**src/hw/mem_pkg.sv**
```systemverilog
// Fixed 256-bit line of eight 32-bit words; OFFSET_BITS must equal log2(LINE_BITS/8)
package mem_pkg;

  // Line and word geometry
  localparam int LINE_BITS      = 256;
  localparam int WORD_BITS      = 32;
  localparam int WORDS_PER_LINE = LINE_BITS / WORD_BITS;

  // Byte offset inside one line
  localparam int OFFSET_BITS = 5;

  // CPU byte address
  localparam int ADDR_BITS = 32;

  // Owner of the shared line memory port
  typedef enum logic [1:0] {
    LOCK_FREE,
    LOCK_INSTR,
    LOCK_DATA
  } lock_e;

endpackage

```
**src/hw/instr_cache.sv**
```systemverilog
// Read-only direct-mapped cache; CACHE_LINES must be a power of two of at least 2, never snooped by data writes
module instr_cache #(
  parameter int CACHE_LINES = 8
) (
  input  logic                          i_clock,
  input  logic                          i_rst,
  // Wishbone classic fetch port
  input  logic                          i_ib_cyc,
  input  logic                          i_ib_stb,
  input  logic [mem_pkg::ADDR_BITS-1:0] i_ib_adr,
  output logic [mem_pkg::WORD_BITS-1:0] o_ib_dat,
  output logic                          o_ib_ack,
  // Line fill towards the arbiter
  output logic [mem_pkg::ADDR_BITS-1:0] o_fill_address,
  output logic                          o_fill_read,
  input  logic [mem_pkg::LINE_BITS-1:0] i_fill_rdata,
  input  logic                          i_fill_ready
);

  localparam int IDX_BITS  = $clog2(CACHE_LINES);
  localparam int TAG_BITS  = mem_pkg::ADDR_BITS - mem_pkg::OFFSET_BITS - IDX_BITS;
  localparam int WSEL_BITS = mem_pkg::OFFSET_BITS - 2;

  typedef enum logic [1:0] {
    IDLE,
    LOOKUP,
    FILL,
    RESPOND
  } state_e;

  state_e                        state_q;
  logic [mem_pkg::LINE_BITS-1:0] line_q [CACHE_LINES];
  logic [TAG_BITS-1:0]           tag_q [CACHE_LINES];
  logic [CACHE_LINES-1:0]        valid_q;

  logic [IDX_BITS-1:0]  idx;
  logic [TAG_BITS-1:0]  tag;
  logic [WSEL_BITS-1:0] word;
  logic                 hit;

  // Master keeps the address steady until ack
  assign idx  = i_ib_adr[mem_pkg::OFFSET_BITS +: IDX_BITS];
  assign tag  = i_ib_adr[mem_pkg::ADDR_BITS-1 -: TAG_BITS];
  assign word = i_ib_adr[mem_pkg::OFFSET_BITS-1:2];
  assign hit  = valid_q[idx] && (tag_q[idx] == tag);

  assign o_ib_dat = line_q[idx][word*mem_pkg::WORD_BITS +: mem_pkg::WORD_BITS];
  assign o_ib_ack = (state_q == LOOKUP && hit) || (state_q == RESPOND);

  assign o_fill_read    = (state_q == FILL);
  assign o_fill_address = {i_ib_adr[mem_pkg::ADDR_BITS-1:mem_pkg::OFFSET_BITS],
                           {mem_pkg::OFFSET_BITS{1'b0}}};

  always_ff @(posedge i_clock) begin
    if (i_rst) begin
      state_q <= IDLE;
      valid_q <= '0;
    end else begin
      case (state_q)
        IDLE: begin
          if (i_ib_cyc && i_ib_stb) begin
            state_q <= LOOKUP;
          end
        end
        LOOKUP: begin
          state_q <= hit ? IDLE : FILL;
        end
        FILL: begin
          if (i_fill_ready) begin
            valid_q[idx] <= 1'b1;
            state_q      <= RESPOND;
          end
        end
        default: begin
          state_q <= IDLE;
        end
      endcase
    end
  end

  // Line install
  always_ff @(posedge i_clock) begin
    if (state_q == FILL && i_fill_ready) begin
      line_q[idx] <= i_fill_rdata;
      tag_q[idx]  <= tag;
    end
  end

endmodule

```
**config.mk**
```make
export PLATFORM = sky130hd
export DESIGN_NAME = instr_cache
export DESIGN_NICKNAME = d
export VERILOG_FILES = /design/src/hw/mem_pkg.sv /design/src/hw/instr_cache.sv
export SDC_FILE = /design/constraint.sdc
export NUM_CORES = 2
export LEC_CHECK = 0
export BUFFER_PORTS_ARGS = -buffer_cell sky130_fd_sc_hd__buf_2
export CAP_MARGIN = 20
export CORE_MARGIN = 4
export CORE_UTILIZATION = 25
export DETAILED_ROUTE_END_ITERATION = 10
export SLEW_MARGIN = 10
export SYNTH_ARGS = -nofsm -noshare
export SYNTH_HDL_FRONTEND = slang
export SYNTH_SLANG_ARGS = --single-unit
```
**constraint.sdc**
```tcl
create_clock -name i_clock -period 68.8 [get_ports i_clock]
set_input_delay 13.76 -clock i_clock [delete_from_list [all_inputs] [get_ports i_clock]]
set_output_delay 13.76 -clock i_clock [all_outputs]
set_load 0.005 [all_outputs]
```
==> flow_summary_export.csv <==
group,metric,value,unit
run_status,status,"finished clean",
power,p_total,2830,µW
timing,fin_skew,112,ps
critical_path,crit_family,"buffers and inverters",
timing,setup_violations,0,
clock_tree,clock_sinks,2250,
clock_tree,hold_buffers,0,
route,first_pass_iters,6,
power,p_seq_frac,0.536,
cells_and_area,fin_area,101000,µm²
grt,antenna_found_initial,173,
timing,slew_headroom,0.251,
floorplanning,die_h,597,µm
placement,portBuffers,351,
synthesis,synthFlopType,"edfxtp_1",
synthesis,yosysWarnings,0,
grt,grtUsageTotal,0.148,
grt,grt.overflow.total,0,
synthesis,synth.top_cell.area_share,0.775,
critical_path,r2r_cells,6,
clock_tree,cts_setup_buffers,0,
synthesis,ys_async_sr_fraction,0,
synthesis,seq_area_frac_synth,0.778,
cells_and_area,final_common_cell,"edfxtp_1",
floorplanning,core_area,346000,µm²
synthesis,synthTopCellsByArea,"edfxtp_1 78%, mux2i_1 3.5%, mux4_2 3.1%, mux2_2 2.2%, a22oi_1 1.9%",
synthesis,ys_types,75,
grt,grt_pass1_vias,47000,
route,wl_per_cell,27.6,µm
timing,period_share,0.482,
power,peakVddDrop,0.0000212,V
critical_path,crit_cells,13,
route,ant_nets,0,
clock_tree,clk_latency,890,ps
critical_path,end_kind,"primary output",
route,via_per_inst,4.85,
timing,drv_slew,0,
placement,postPlaceCellArea,93700,µm²
synthesis,synth_area,86800,µm²
placement,place_congestion,0.756,
cells_and_area,fill_cells,33900,
clock_tree,cts_root_buffer,"clkbuf_16",
cells_and_area,multi_input_area,17600,µm²
power,power.switching,619,µW
route,drt_iter0_markers,5089,
timing,min_period,33140,ps
critical_path,cp.required,55040,ps
grt,grt_max_degree,119,
power,swShare,0.219,
critical_path,crit_path_max_fanout,49,
clock_tree,cts_resized,0,
synthesis,syn_inst,4763,
critical_path,start_kind,"primary input",
cells_and_area,drive_above_1_share,0.207,
critical_path,crit_type,"in -> out",
floorplanning,initial_utilization,0.251,
clock_tree,cts_tree,"yes",
floorplanning,rows,216,
placement,hpwl,156000,µm
run,max_cap_violations,0,
synthesis,syn_area_per_cell,18.2,µm²
route,num_vias,48100,
timing,max_freq,0.0302,GHz
timing,tns,0,ps
route,drc,0,
clock_tree,cts_made_buffers,218,
hold_path,hp-class,"reg -> reg",
cells_and_area,area_growth,16.1,%
floorplanning,io_pins,359,
clock_tree,clockBufferDepth,4,
power,power.share.combinational,0.057,
critical_path,crit_chain,"buf_8 -> buf_4 -> buf_4 -> buf_4 -> buf_4 -> nor3b_4 -> buf_4 -> a22oi_1 -> nand4_1 -> o211ai_1 -> o31a_1 -> mux2i_1 -> buf_2",
cells_and_area,regArea,67500,µm²
floorplanning,die_x,597,µm
clock_tree,clk_pin_slew,60,ps
synthesis,yosysTopAreaCell,"edfxtp_1",
critical_path,max_stage_delay,790,ps
synthesis,synth_seq_cells,2250,
synthesis,synth_edf_count,2240,
power,p_int,2210,µW
power,p_clk_frac,0.407,
route,drt-total-wl,274000,µm
grt,grt_pass1_wl,378000,µm
floorplanning,dieArea,357000,µm²
critical_path,cp.arrival,19380,ps
critical_path,slowest_stage,"buf_4",
cells_and_area,num-nets-final,5392,
power,power_density,28.1,nW/µm²
clock_tree,htree_num_levels,4,
timing,rsz0062_at_grt,"no",
critical_path,crit_buf_inv,7,
hold_path,hold_depth,2,
power,p_leak,0.0316,µW
critical_path,cp_common_cell,"buf_4",
timing,hold_violations,0,
timing,tightest_slew,1120,ps
cells_and_area,final_cell_mix,"2240 x edfxtp_1, 345 x buf_2, 304 x mux2i_1",
synthesized netlist by cell type (32+ instances only):
library cell,count
a21oi_1,247
buf_2,100
edfxtp_1,2240
o211ai_1,40
mux2_2,168
nor2_1,168
buf_4,89
nand2_1,181
a221o_1,38
a22oi_1,214
mux2i_1,304
a22o_1,32
o21ai_0,131
mux4_2,119
o2bb2ai_1,38
a221oi_1,139
clkbuf_1,138
worst register-to-register path, delay by kind of cell, from the launching register on:
family,cells,cell delay (ps)
buffers and inverters,3,2260
AND/OR/NAND/NOR,3,1240
flip-flops,1,430
registers in the layout (all words and copies together) (netlist names):
register and count:
line_q 2048, tag_q 192, valid_q 8, state_q 2
logic make-up (layout without fill, tap and decap cells):
logic type                after synthesis  count (layout)  synth area share
other                                   1              82         0.0000432
AOI/OAI and AO/OA                    1096            1096            0.0894
and+or+nand+nor                       455             455            0.0226
muxes                                 591             591            0.0878
DFF                                  2250            2250             0.778
xor gates and xnor gates               12              12           0.00121
buffers and inverters                 358             861            0.0214
layout make-up:
cell class              count  area share
inverters                   6    0.000385
well taps                4578      0.0569
multi-input cells        2159       0.175
flip-flops and latches   2250       0.670
repair buffers            464      0.0284
diodes                     77     0.00191
clock inverters           126      0.0113
clock buffers             265      0.0560
stage by stage:
stage | utilization | setup slack, ps | hold slack, ps | instances
final | 0.291 | 35660 | 477 | 9925
after global placement | 0.271 | 35580 | 444 | 9455
after global routing | 0.291 | 35510 | 507 | 9871
after floorplan | - | 33640 | 435 | 4767
after CTS | 0.290 | 35530 | 483 | 9848
after detailed placement | 0.271 | 35550 | 462 | 9457
layer usage:
metal | GRT usage | vias to the layer above | routed length, µm
met5 | 0 | - | 397
met4 | 0.0484 | 60 | 8910
met3 | 0.0414 | 536 | 25000
met2 | 0.235 | 2134 | 127000
met1 | 0.195 | 25100 | 112000
li1 | - | 20200 | -
power groups by stage:
| stage | logic [µW] | clock network [µW] | registers [µW] |
|---|---|---|---|
| detailed placement | 163 | 0 | 1550 |
| finish | 162 | 1150 | 1520 |
| global route | 173 | 1230 | 1520 |
| floorplan | 82.2 | 0 | 1550 |
| global placement | 160 | 0 | 1550 |
| CTS | 164 | 1170 | 1520 |
final timing paths:
path,startpoint,slack (ps),to
min reg2reg,valid_q[7],480,valid_q[7]
min,valid_q[7],480,valid_q[7]
max,i_ib_adr[5],35660,o_ib_dat[21]
max reg2reg,state_q[1],64300,line_q[1][214]
Power figures use the tool's default switching activity.
