<file path="config.mk">
export PLATFORM = sky130hd
export DESIGN_NAME = line_arbiter
export DESIGN_NICKNAME = d
export VERILOG_FILES = /design/src/hw/mem_pkg.sv /design/src/hw/line_arbiter.sv
export SDC_FILE = /design/constraint.sdc
export NUM_CORES = 1
export LEC_CHECK = 0
export BUFFER_PORTS_ARGS = -buffer_cell sky130_fd_sc_hd__clkbuf_2
export CAP_MARGIN = 20
export CORE_AREA = 2 2 548 550
export CTS_CLUSTER_SIZE = 14
export DETAILED_ROUTE_END_ITERATION = 10
export DIE_AREA = 0 0 550 552
export PLACE_DENSITY = 0.3
export SLEW_MARGIN = 20
export SYNTH_ARGS = -nofsm -noshare
export SYNTH_HDL_FRONTEND = slang
export SYNTH_SLANG_ARGS = --single-unit
</file>
<file path="constraint.sdc">
create_clock -name i_clock -period 1.5 [get_ports i_clock]
set_clock_uncertainty 0.05 [all_clocks]
set_input_delay 0.15 -clock i_clock [delete_from_list [all_inputs] [get_ports i_clock]]
set_output_delay 0.15 -clock i_clock [all_outputs]
set_load 0.005 [all_outputs]
</file>
<file path="src/hw/mem_pkg.sv">
// Fixed 256-bit line of eight 32-bit words; OFFSET_BITS must equal log2(LINE_BITS/8)
package mem_pkg;

  // Line and word geometry
  localparam int LINE_BITS      = 256;
  localparam int WORD_BITS      = 32;
  localparam int WORDS_PER_LINE = LINE_BITS / WORD_BITS;

  // Byte offset inside one line
  localparam int OFFSET_BITS = 5;

  // CPU byte address
  localparam int ADDR_BITS = 32;

  // Owner of the shared line memory port
  typedef enum logic [1:0] {
    LOCK_FREE,
    LOCK_INSTR,
    LOCK_DATA
  } lock_e;

endpackage

</file>
<file path="src/hw/line_arbiter.sv">
// One owner at a time; instruction side wins a tie from FREE, and each owner holds its request until ready or done
module line_arbiter (
  input  logic                          i_clock,
  input  logic                          i_rst,
  // Instruction cache
  input  logic [mem_pkg::ADDR_BITS-1:0] i_ic_address,
  input  logic                          i_ic_read,
  output logic [mem_pkg::LINE_BITS-1:0] o_ic_rdata,
  output logic                          o_ic_ready,
  // Data cache
  input  logic [mem_pkg::ADDR_BITS-1:0] i_dc_address,
  input  logic                          i_dc_read,
  input  logic                          i_dc_write,
  input  logic [mem_pkg::LINE_BITS-1:0] i_dc_wdata,
  output logic [mem_pkg::LINE_BITS-1:0] o_dc_rdata,
  output logic                          o_dc_ready,
  output logic                          o_dc_done,
  // Line memory
  output logic [mem_pkg::ADDR_BITS-1:0] o_mem_address,
  output logic                          o_mem_read,
  output logic                          o_mem_write,
  output logic [mem_pkg::LINE_BITS-1:0] o_mem_wdata,
  input  logic [mem_pkg::LINE_BITS-1:0] i_mem_rdata,
  input  logic                          i_mem_ready,
  input  logic                          i_mem_done
);

  mem_pkg::lock_e lock_q;
  logic           instr_owner;
  logic           data_owner;

  assign instr_owner = (lock_q == mem_pkg::LOCK_INSTR);
  assign data_owner  = (lock_q == mem_pkg::LOCK_DATA);

  // Owner's request goes straight to memory
  assign o_mem_address = data_owner  ? i_dc_address :
                         instr_owner ? i_ic_address : '0;
  assign o_mem_read    = (instr_owner && i_ic_read) || (data_owner && i_dc_read);
  assign o_mem_write   = data_owner && i_dc_write;
  assign o_mem_wdata   = data_owner ? i_dc_wdata : '0;

  // Responses only reach the owner
  assign o_ic_rdata = instr_owner ? i_mem_rdata : '0;
  assign o_ic_ready = instr_owner && i_mem_ready;
  assign o_dc_rdata = data_owner ? i_mem_rdata : '0;
  assign o_dc_ready = data_owner && i_mem_ready;
  assign o_dc_done  = data_owner && i_mem_done;

  always_ff @(posedge i_clock) begin
    if (i_rst) begin
      lock_q <= mem_pkg::LOCK_FREE;
    end else begin
      case (lock_q)
        mem_pkg::LOCK_FREE: begin
          if (i_ic_read) begin
            lock_q <= mem_pkg::LOCK_INSTR;
          end else if (i_dc_read || i_dc_write) begin
            lock_q <= mem_pkg::LOCK_DATA;
          end
        end
        default: begin
          // Released once the transfer completes
          if (i_mem_ready || i_mem_done) begin
            lock_q <= mem_pkg::LOCK_FREE;
          end
        end
      endcase
    end
  end

  a_single_strobe: assert property (@(posedge i_clock) disable iff (i_rst)
    !(o_mem_read && o_mem_write));

  // Memory only answers a request made under a lock
  a_no_orphan_pulse: assert property (@(posedge i_clock) disable iff (i_rst)
    (i_mem_ready || i_mem_done) |-> (lock_q != mem_pkg::LOCK_FREE));

endmodule

</file>
==> metrics.md <==
| Metric | Value |
|---|---|
| Biggest regs | `lock_q: 2 flops` |
| Largest net degree at the start of global routing | `59` |
| Vias per cell | `2.23` |
| Routability Congestion | `1.12` |
| Minimum clock period | `1.92 ns` |
| CP endpoint kind | `output port` |
| Critical Path RT | `between 1 and 1.5 ns` |
| Root Driver | `clkbuf_16` |
| GRT Total Usage | `0.145` |
| Setup Crit Path Kind | `reg -> out` |
| DR iter-0 viols | `545` |
| CTS Sinks | `2` |
| Max reg flops | `2` |
| Row cnt | `201` |
| DP Worst Slack | `-0.327 ns` |
| Worst setup margin | `-0.421 ns` |
| First-pass GRT wire length | `258,000 µm` |
| YS warnings | `0` |
| GRT Residual Overflow | `0` |
| Pre-Repair DR Iteration Count | `5` |
| Worst-path clk slew | `0.03 ns` |
| HP Class | `in -> reg` |
| FILL cells | `around 35,000` |
| Worst path max stage delay | `0.33 ns` |
| Post-synth cell types | `14` |
| Max-cap viol count | `0` |
| Sequential share of the synthesized area | `0.00704` |
| Fin. Hold Viols | `0` |
| Slew HR | `0.698` |
| Final period utilization | `1.28` |
| Num CTS Buffers | `3` |
| Post-route cell area | `21,000 µm²` |
| RSZ-0062 raised after global routing | `true` |
| Cell Count, Final, Fillers Out | `6,305` |
| Mean post-synth cell area | `6.26 µm²` |
| Chip Height | `552 µm` |
| Worst Hold Slack | `0.0708 ns` |
| Crit-path leading delay family | `buffers and inverters` |
| Die W | `550 µm` |
| Layout Nets | `around 2,900` |
| Violated checks | `negative setup slack` |
| Leak Pwr | `9.93 nW` |
| Vias in the first global route | `roughly 13,000` |
| CTS tree | `done` |
| Top reg by flops | `lock_q` |
| Post-synthesis cell area | `between 5000 and 6000 µm²` |
| Placed Instances | `6,218` |
| DRT antenna net count | `0` |
| Number of remaining DRC errors | `0` |
| Layout area overhead | `268%` |
| Share of cells above drive strength 1 | `0.677` |
| Gate Count Post-Synth | `909` |
| Cells along the critical path | `buf_6, nor2b_4, buf_4, buf_4, buf_12, buf_16, buf_6, a22o_4, buf_12` |
| Vias | `14,100` |
| Boundary pin count | `1,388` |
| Peak Freq | `around 520 MHz` |
| Slowest-stage cell, CP | `dfxtp_2` |
| Pwr dens | `308 nW/µm²` |
| Die footprint | `304,000 µm²` |
| Core area | `298,000 µm²` |
| Slew Limit Fails | `0` |
| Initial cell density of the core | `0.0191` |
| Post-DP HPWL | `219,000 µm` |
| Dpl cell area | `roughly 19,000 µm²` |
| Routed WL per cell | `37.0 µm` |
| Maximum vdd drop | `0.229 mV` |
| Crit path arrival time | `1.72 ns` |
| Critical path startpoint category | `register` |
| Syn nets | `approximately 1,500` |
| Final setup violation count | `805` |
| IO Port Bufs | `1,387` |
| Seq cells post-synth | `2` |
| Final Core Density | `0.0703` |
| Clock latency on the worst-skew pair | `0.23 ns` |
| CTS max path bufs | `2` |
| Worst-margin pin slew | `between 0.4 and 0.5 ns` |
| Final WL | `233,000 µm` |
| Initial antenna violation count | `304` |
| Crit Path Max Fanout | `5` |
| H-tree depth | `1` |
| WP buf/inv | `7` |
| Run status | `finished, violations left` |
-- timing repair --
| item | in CTS | in global routing |
|---|---|---|
| setup buffers | 18 | 11 |
| setup endpoints to repair | 805 | 805 |
| hold buffers | 0 | 0 |
| cloned | 8 | 10 |
| gates resized for setup | 224 | 160 |
| pin swaps | 21 | 8 |
-- area by class of cell --
type / count / area [µm²] / area share
multi-input combinational: 814 / 5390 / 0.257
sequential: 2 / 42.5 / 0.00203
timing repair buffer: 1488 / 10400 / 0.497
clock buffer: 3 / 75.1 / 0.00358
antenna: 40 / 100 / 0.00477
tap: 3958 / 4950 / 0.236
-- where the power goes --
part           internal [W]  total [W]  switching [W]
Sequential        0.0000585  0.0000625     0.00000401
Clock              0.000340   0.000414      0.0000741
Combinational       0.00270    0.00598        0.00328
-- per-layer routing --
layer	up-vias	routed length, µm	track usage
li1	5595	-	-
met1	6327	93800	0.170
met2	1611	104000	0.238
met3	491	27200	0.0688
met4	32	8170	0.0320
met5	-	508	0.00348
-- cells in the mapped netlist --
library cell / number / area share
or4_1: 1 / 0.0013
clkbuf_1: 10 / 0.0066
dfxtp_1: 2 / 0.0070
a22o_1: 33 / 0.051
or4b_2: 1 / 0.0018
buf_4: 7 / 0.0092
a21oi_1: 1 / 0.00088
buf_2: 59 / 0.052
nor2_1: 1 / 0.00066
nor2b_1: 2 / 0.0022
clkbuf_2: 17 / 0.015
or3b_2: 2 / 0.0031
and2_1: 772 / 0.85
o21ai_1: 1 / 0.00088
-- kinds of logic after synthesis --
group | Yosys count | share of synthesized area
buf+inv | 93 | 0.0827
flops | 2 | 0.00704
compound gates | 35 | 0.0525
simple gates | 779 | 0.858
-- final timing paths --
check	start	end	slack (ns)	depth (start not counted)
setup / recovery	lock_q[1]	o_mem_address[9]	-0.42	9
hold / removal	i_rst	lock_q[0]	0.07	2
setup reg to reg	lock_q[1]	lock_q[1]	0.06	5
hold reg to reg	lock_q[0]	lock_q[1]	0.62	3
-- placed cells by master (no fill, tap or decap) --
cell / netlist / routed
and2_4: 0 / 59
clkbuf_2: 17 / 1196
buf_6: 0 / 33
nor2_1: 1 / 1
buf_16: 0 / 18
dfxtp_2: 0 / 2
or4_1: 1 / 1
clkbuf_8: 0 / 35
nor2b_4: 0 / 2
clkbuf_4: 0 / 33
diode_2: 0 / 40
a21oi_1: 1 / 1
bufbuf_16: 0 / 1
and2_1: 772 / 713
buf_12: 0 / 92
clkbuf_16: 0 / 17
buf_2: 59 / 8
or3b_2: 2 / 2
o21ai_1: 1 / 1
buf_8: 0 / 17
buf_4: 7 / 41
a22o_4: 0 / 5
a22o_1: 33 / 28
or4b_2: 1 / 1
-- metrics by stage --
step | TNS (ns) | total power [W]
2_1_floorplan | 0 | 0.00127
3_3_place_gp | -67.75 | 0.00533
3_5_place_dp | -77.70 | 0.00533
4_1_cts | -254.44 | 0.00634
5_1_grt | -305.31 | 0.00689
6_report | -244.47 | 0.00646
No activity file was read; power rests on OpenSTA's default activity.
