--- src/hw/mem_pkg.sv ---
// Fixed 256-bit line of eight 32-bit words; OFFSET_BITS must equal log2(LINE_BITS/8)
package mem_pkg;

  // Line and word geometry
  localparam int LINE_BITS      = 256;
  localparam int WORD_BITS      = 32;
  localparam int WORDS_PER_LINE = LINE_BITS / WORD_BITS;

  // Byte offset inside one line
  localparam int OFFSET_BITS = 5;

  // CPU byte address
  localparam int ADDR_BITS = 32;

  // Owner of the shared line memory port
  typedef enum logic [1:0] {
    LOCK_FREE,
    LOCK_INSTR,
    LOCK_DATA
  } lock_e;

endpackage

--- src/hw/data_cache.sv ---
// Write-through, write-allocate direct-mapped cache; CACHE_LINES a power of two of at least 2, no coherence
module data_cache #(
  parameter int CACHE_LINES = 8
) (
  input  logic                          i_clock,
  input  logic                          i_rst,
  // Wishbone classic data port
  input  logic                          i_db_cyc,
  input  logic                          i_db_stb,
  input  logic                          i_db_we,
  input  logic [mem_pkg::ADDR_BITS-1:0] i_db_adr,
  input  logic [3:0]                    i_db_sel,
  input  logic [mem_pkg::WORD_BITS-1:0] i_db_dat,
  output logic [mem_pkg::WORD_BITS-1:0] o_db_dat,
  output logic                          o_db_ack,
  // Line transfers towards the arbiter
  output logic [mem_pkg::ADDR_BITS-1:0] o_line_address,
  output logic                          o_line_read,
  output logic                          o_line_write,
  output logic [mem_pkg::LINE_BITS-1:0] o_line_wdata,
  input  logic [mem_pkg::LINE_BITS-1:0] i_line_rdata,
  input  logic                          i_line_ready,
  input  logic                          i_line_done
);

  localparam int IDX_BITS  = $clog2(CACHE_LINES);
  localparam int TAG_BITS  = mem_pkg::ADDR_BITS - mem_pkg::OFFSET_BITS - IDX_BITS;
  localparam int WSEL_BITS = mem_pkg::OFFSET_BITS - 2;

  typedef enum logic [2:0] {
    IDLE,
    LOOKUP,
    FILL,
    WRITE_BACK,
    RESPOND
  } state_e;

  state_e                        state_q;
  logic [mem_pkg::LINE_BITS-1:0] line_q [CACHE_LINES];
  logic [TAG_BITS-1:0]           tag_q [CACHE_LINES];
  logic [CACHE_LINES-1:0]        valid_q;

  logic [IDX_BITS-1:0]  idx;
  logic [TAG_BITS-1:0]  tag;
  logic [WSEL_BITS-1:0] word;
  logic                 hit;

  // Selected bytes of one word replaced inside a line
  function automatic logic [mem_pkg::LINE_BITS-1:0] merge_bytes(
    input logic [mem_pkg::LINE_BITS-1:0] line,
    input logic [WSEL_BITS-1:0]          sel_word,
    input logic [3:0]                    sel,
    input logic [mem_pkg::WORD_BITS-1:0] dat
  );
    logic [mem_pkg::LINE_BITS-1:0] merged;
    merged = line;
    for (int b = 0; b < 4; b++) begin
      if (sel[b]) begin
        merged[sel_word*mem_pkg::WORD_BITS + b*8 +: 8] = dat[b*8 +: 8];
      end
    end
    return merged;
  endfunction

  assign idx  = i_db_adr[mem_pkg::OFFSET_BITS +: IDX_BITS];
  assign tag  = i_db_adr[mem_pkg::ADDR_BITS-1 -: TAG_BITS];
  assign word = i_db_adr[mem_pkg::OFFSET_BITS-1:2];
  assign hit  = valid_q[idx] && (tag_q[idx] == tag);

  assign o_db_dat = line_q[idx][word*mem_pkg::WORD_BITS +: mem_pkg::WORD_BITS];
  // Read hits ack from LOOKUP, everything else from RESPOND
  assign o_db_ack = (state_q == LOOKUP && hit && !i_db_we) || (state_q == RESPOND);

  assign o_line_address = {i_db_adr[mem_pkg::ADDR_BITS-1:mem_pkg::OFFSET_BITS],
                           {mem_pkg::OFFSET_BITS{1'b0}}};
  assign o_line_read    = (state_q == FILL);
  assign o_line_write   = (state_q == WRITE_BACK);
  assign o_line_wdata   = line_q[idx];

  always_ff @(posedge i_clock) begin
    if (i_rst) begin
      state_q <= IDLE;
      valid_q <= '0;
    end else begin
      case (state_q)
        IDLE: begin
          if (i_db_cyc && i_db_stb) begin
            state_q <= LOOKUP;
          end
        end
        LOOKUP: begin
          if (!hit) begin
            state_q <= FILL;
          end else if (i_db_we) begin
            state_q <= WRITE_BACK;
          end else begin
            state_q <= IDLE;
          end
        end
        FILL: begin
          if (i_line_ready) begin
            valid_q[idx] <= 1'b1;
            state_q      <= i_db_we ? WRITE_BACK : RESPOND;
          end
        end
        WRITE_BACK: begin
          if (i_line_done) begin
            state_q <= RESPOND;
          end
        end
        default: begin
          state_q <= IDLE;
        end
      endcase
    end
  end

  // Store merges on a hit, or into the freshly filled line
  always_ff @(posedge i_clock) begin
    if (state_q == LOOKUP && hit && i_db_we) begin
      line_q[idx] <= merge_bytes(line_q[idx], word, i_db_sel, i_db_dat);
    end else if (state_q == FILL && i_line_ready) begin
      line_q[idx] <= i_db_we ? merge_bytes(i_line_rdata, word, i_db_sel, i_db_dat)
                             : i_line_rdata;
      tag_q[idx]  <= tag;
    end
  end

  // Line being written back must be the one the store targets
  a_wb_line_valid: assert property (@(posedge i_clock) disable iff (i_rst)
    (state_q == WRITE_BACK && $past(state_q) != WRITE_BACK)
      |-> (valid_q[idx] && tag_q[idx] == tag));

endmodule

--- config.mk ---
export PLATFORM = sky130hd
export DESIGN_NAME = data_cache
export DESIGN_NICKNAME = d
export VERILOG_FILES = /design/src/hw/mem_pkg.sv /design/src/hw/data_cache.sv
export SDC_FILE = /design/constraint.sdc
export NUM_CORES = 2
export LEC_CHECK = 0
export BUFFER_PORTS_ARGS = -buffer_cell sky130_fd_sc_hd__buf_2
export CORE_UTILIZATION = 49
export DETAILED_ROUTE_END_ITERATION = 12
export GPL_ROUTABILITY_DRIVEN = 0
export PLACE_DENSITY = 0.67
export SETUP_SLACK_MARGIN = 0.5
export SLEW_MARGIN = 15
export SYNTH_ARGS = -nofsm -noshare
export SYNTH_HDL_FRONTEND = slang
export SYNTH_SLANG_ARGS = --single-unit
--- constraint.sdc ---
create_clock -name i_clock -period 18.8 [get_ports i_clock]
set_clock_uncertainty 0.15 [all_clocks]
set_input_delay 1.88 -clock i_clock [delete_from_list [all_inputs] [get_ports i_clock]]
set_output_delay 1.88 -clock i_clock [all_outputs]
set_load 0.05 [all_outputs]
==> metrics <==
total CTS buffers=about 220; power per cell area=~110 nW/um2; Largest stage delay, worst path=~0.78 ns; Core Box Area=around 180000 um2; largest net degree at the start of global routing=roughly 180; max-slew violation count=0; Initial Util=around half; Clk Latency, worst-skew pair=~0.86 ns; Seq/Total Area, Yosys=~75%; I/O Pins=roughly 650; Hold Crit Start=valid_q[3]; GRT overflow=0; clock buffer depth=3; P&R area growth vs syn=14.7%; Crit Path Class=in -> out; Power Total=~11 mW; die area=roughly 190000 um2; Max Cap Violations=0; CTS tree=yes; Core Rows=around 160; vias in the first global route=around 57000; reg2reg start=tag_q[5][9]; Syn Inst Count=5695; Clock Tree Root=clkbuf_16; Setup crit end kind=output port; number of synthesized flops with an enable pin=between 2000 and 2500; worst reg2reg endpoint=line_q[2][232]; Port Buffer Count=~650; die width=~430 um; total track usage=between 30% and 40%; most used cell along the critical path=buf_4; hpwl dp=around 190000 um; Worst setup SP type=input pin; DRC=0; Pre-antenna DRT Iters=7; leakage power=~33 nW; Hold Path End=valid_q[3]; H-tree depth=4; synth unique cells=slightly below 70; post-cts resize count=0; cts-stage hold buffer count=0; Slew headroom=14.0%; status=finished, final reports clean; die height=around 430 um; post-route ant nets=0; vias=60591; initial antenna violation count=35; # placed instances=8515; pre-CTS setup slack=~9 ns; asr flop ratio synth=0%; syn_area_per_cell=between 15 and 20 um2; Worst Path Max Fanout=approximately 130; Final setup viols=0; Register-to-Register Path Depth=10; Min-Delay Path Class=reg -> reg; most frequent cells in the layout=edfxtp_1 (2240), a22oi_1 (1061), buf_2 (641); setup TNS=0 ns; Worst Path Required=roughly 17 ns; Final Hold Viols=0; Fmax=approximately 0.11 GHz; hold path cells=2; CP arrival=7.49 ns; internal reg-to-reg setup slack=about 12 ns; mapped cell area=~90000 um2; postcts setup bufs=0; clock-pin slew on the worst setup and hold paths=~0.060 ns; post-route clock period utilization=between 50 and 60%; wirelength, routed=314000 um; RSZ-0062 raised after global routing=no; Main synth FF type=edfxtp_1; final setup margin=slightly above 9 ns; #FFs+latches synth=about 2300; yosys warns=0; Max VDD drop=between 0.08 and 0.09 mV; # clock sinks=2251; first-pass GRT wire length=~430000 um; Non-Filler Instances=between 8000 and 9000; crit-path cells=buf_4, buf_4, buf_4, and3_4, buf_12, buf_4, a22oi_1, nand4_1, mux4_2, nor2_1, nor2_1, buf_2; initial DRC count=roughly 9400; most common cell after layout, fill and taps aside=edfxtp_1; mean routed wirelength per cell=between 30 and 40 um; worst-margin pin slew=1.28 ns; fraction of layout cells with a size suffix above 1=around a fifth; CP max-delay cell=buf_4; Tmin final=about 9.5 ns; nets@finish=about 6600; DR vias/cell=6.78
[flip-flops by register name, indices dropped and copies added (netlist names)]
register  count
line_q     2048
state_q       3
tag_q       192
valid_q       8
[critical path, delay by kind of cell]
family          cells  cell delay (ns)
compound gates      1             0.19
buf+inv             6             3.12
mux                 1             0.29
simple gates        4             1.58
[kinds of logic after synthesis]
kind of cell,after synthesis,synth area share (%)
simple gates,940,4.88
flops,2251,74.9
fa+ha+maj,6,0.0833
mux,207,3.69
compound gates,1792,14.0
buf+inv,482,2.28
xor+xnor,16,0.156
other cells,1,0.00416
[power breakdown]
group,internal (mW),switching [mW],total (mW)
sequential,5.66,0.00474,5.66
clock,2.55,1.91,4.45
combinational,0.268,0.969,1.24
[synthesized netlist by cell type, types with 11 or more instances]
| cell type | number | area (um2) |
|---|---|---|
| edfxtp_1 | 2240 | 67300 |
| a22oi_1 | 1061 | 7970 |
| nor2_1 | 394 | 1480 |
| a21oi_1 | 282 | 1410 |
| clkbuf_1 | 271 | 1020 |
| nand2_1 | 216 | 811 |
| nand4_1 | 194 | 1210 |
| o21ai_0 | 141 | 706 |
| mux4_2 | 95 | 2140 |
| a211oi_1 | 90 | 676 |
| mux2i_1 | 71 | 711 |
| buf_1 | 58 | 218 |
| buf_2 | 54 | 270 |
| a221oi_1 | 51 | 447 |
| inv_1 | 50 | 188 |
| buf_4 | 41 | 308 |
| mux2_2 | 40 | 450 |
| a22o_1 | 38 | 333 |
| a221o_1 | 32 | 320 |
| o221ai_1 | 32 | 280 |
| and3_1 | 30 | 188 |
| nand3_1 | 24 | 120 |
| a31oi_1 | 16 | 100 |
| nor2b_1 | 14 | 87.6 |
| nor3_1 | 13 | 65.1 |
| o22ai_1 | 12 | 75.1 |
| and4_1 | 11 | 96.3 |
| dfxtp_1 | 11 | 220 |
[routing by layer]
| layer | global-route usage [%] | part of all wire [%] | vias up |
|---|---|---|---|
| met5 | 0 | 0.055 | - |
| met4 | 23.3 | 8.4 | 28 |
| met3 | 7.98 | 12 | 967 |
| met2 | 51.3 | 46 | 4718 |
| met1 | 41.2 | 33 | 30323 |
| li1 | - | - | 24555 |
[area by class of cell]
type                    instances  area, um2
repair buffers                781       4480
clock inverters               149       1530
flip-flops and latches       2251      67500
clock buffers                 259       5730
fillers                     14218      79500
multi-input cells            2966      20800
inverters                      53        204
well taps                    2464       3080
diodes                          8       20.0
[how the worst max path moves through the flow]
stage          slack, ns   startpoint        endpoint
2_1_floorplan       1.50  i_db_adr[5]    line_q[6][0]
3_3_place_gp        9.27  i_db_adr[5]  line_q[2][232]
3_5_place_dp        9.16  i_db_adr[5]  line_q[2][232]
4_1_cts             9.48  i_db_adr[5]    o_db_dat[16]
5_1_grt             9.25  i_db_adr[5]    o_db_dat[16]
6_report            9.28  i_db_adr[5]    o_db_dat[16]
[per-stage QoR]
stage	cell area, um2	hold slack, ns	utilization, %
6_report	103000	0.320	56.5
5_1_grt	103000	0.345	56.5
4_1_cts	103000	0.321	56.5
3_5_place_dp	96100	0.307	52.5
3_3_place_gp	96100	0.301	52.5
2_1_floorplan	90100	0.290	-
(Power assumes the default switching activity.)
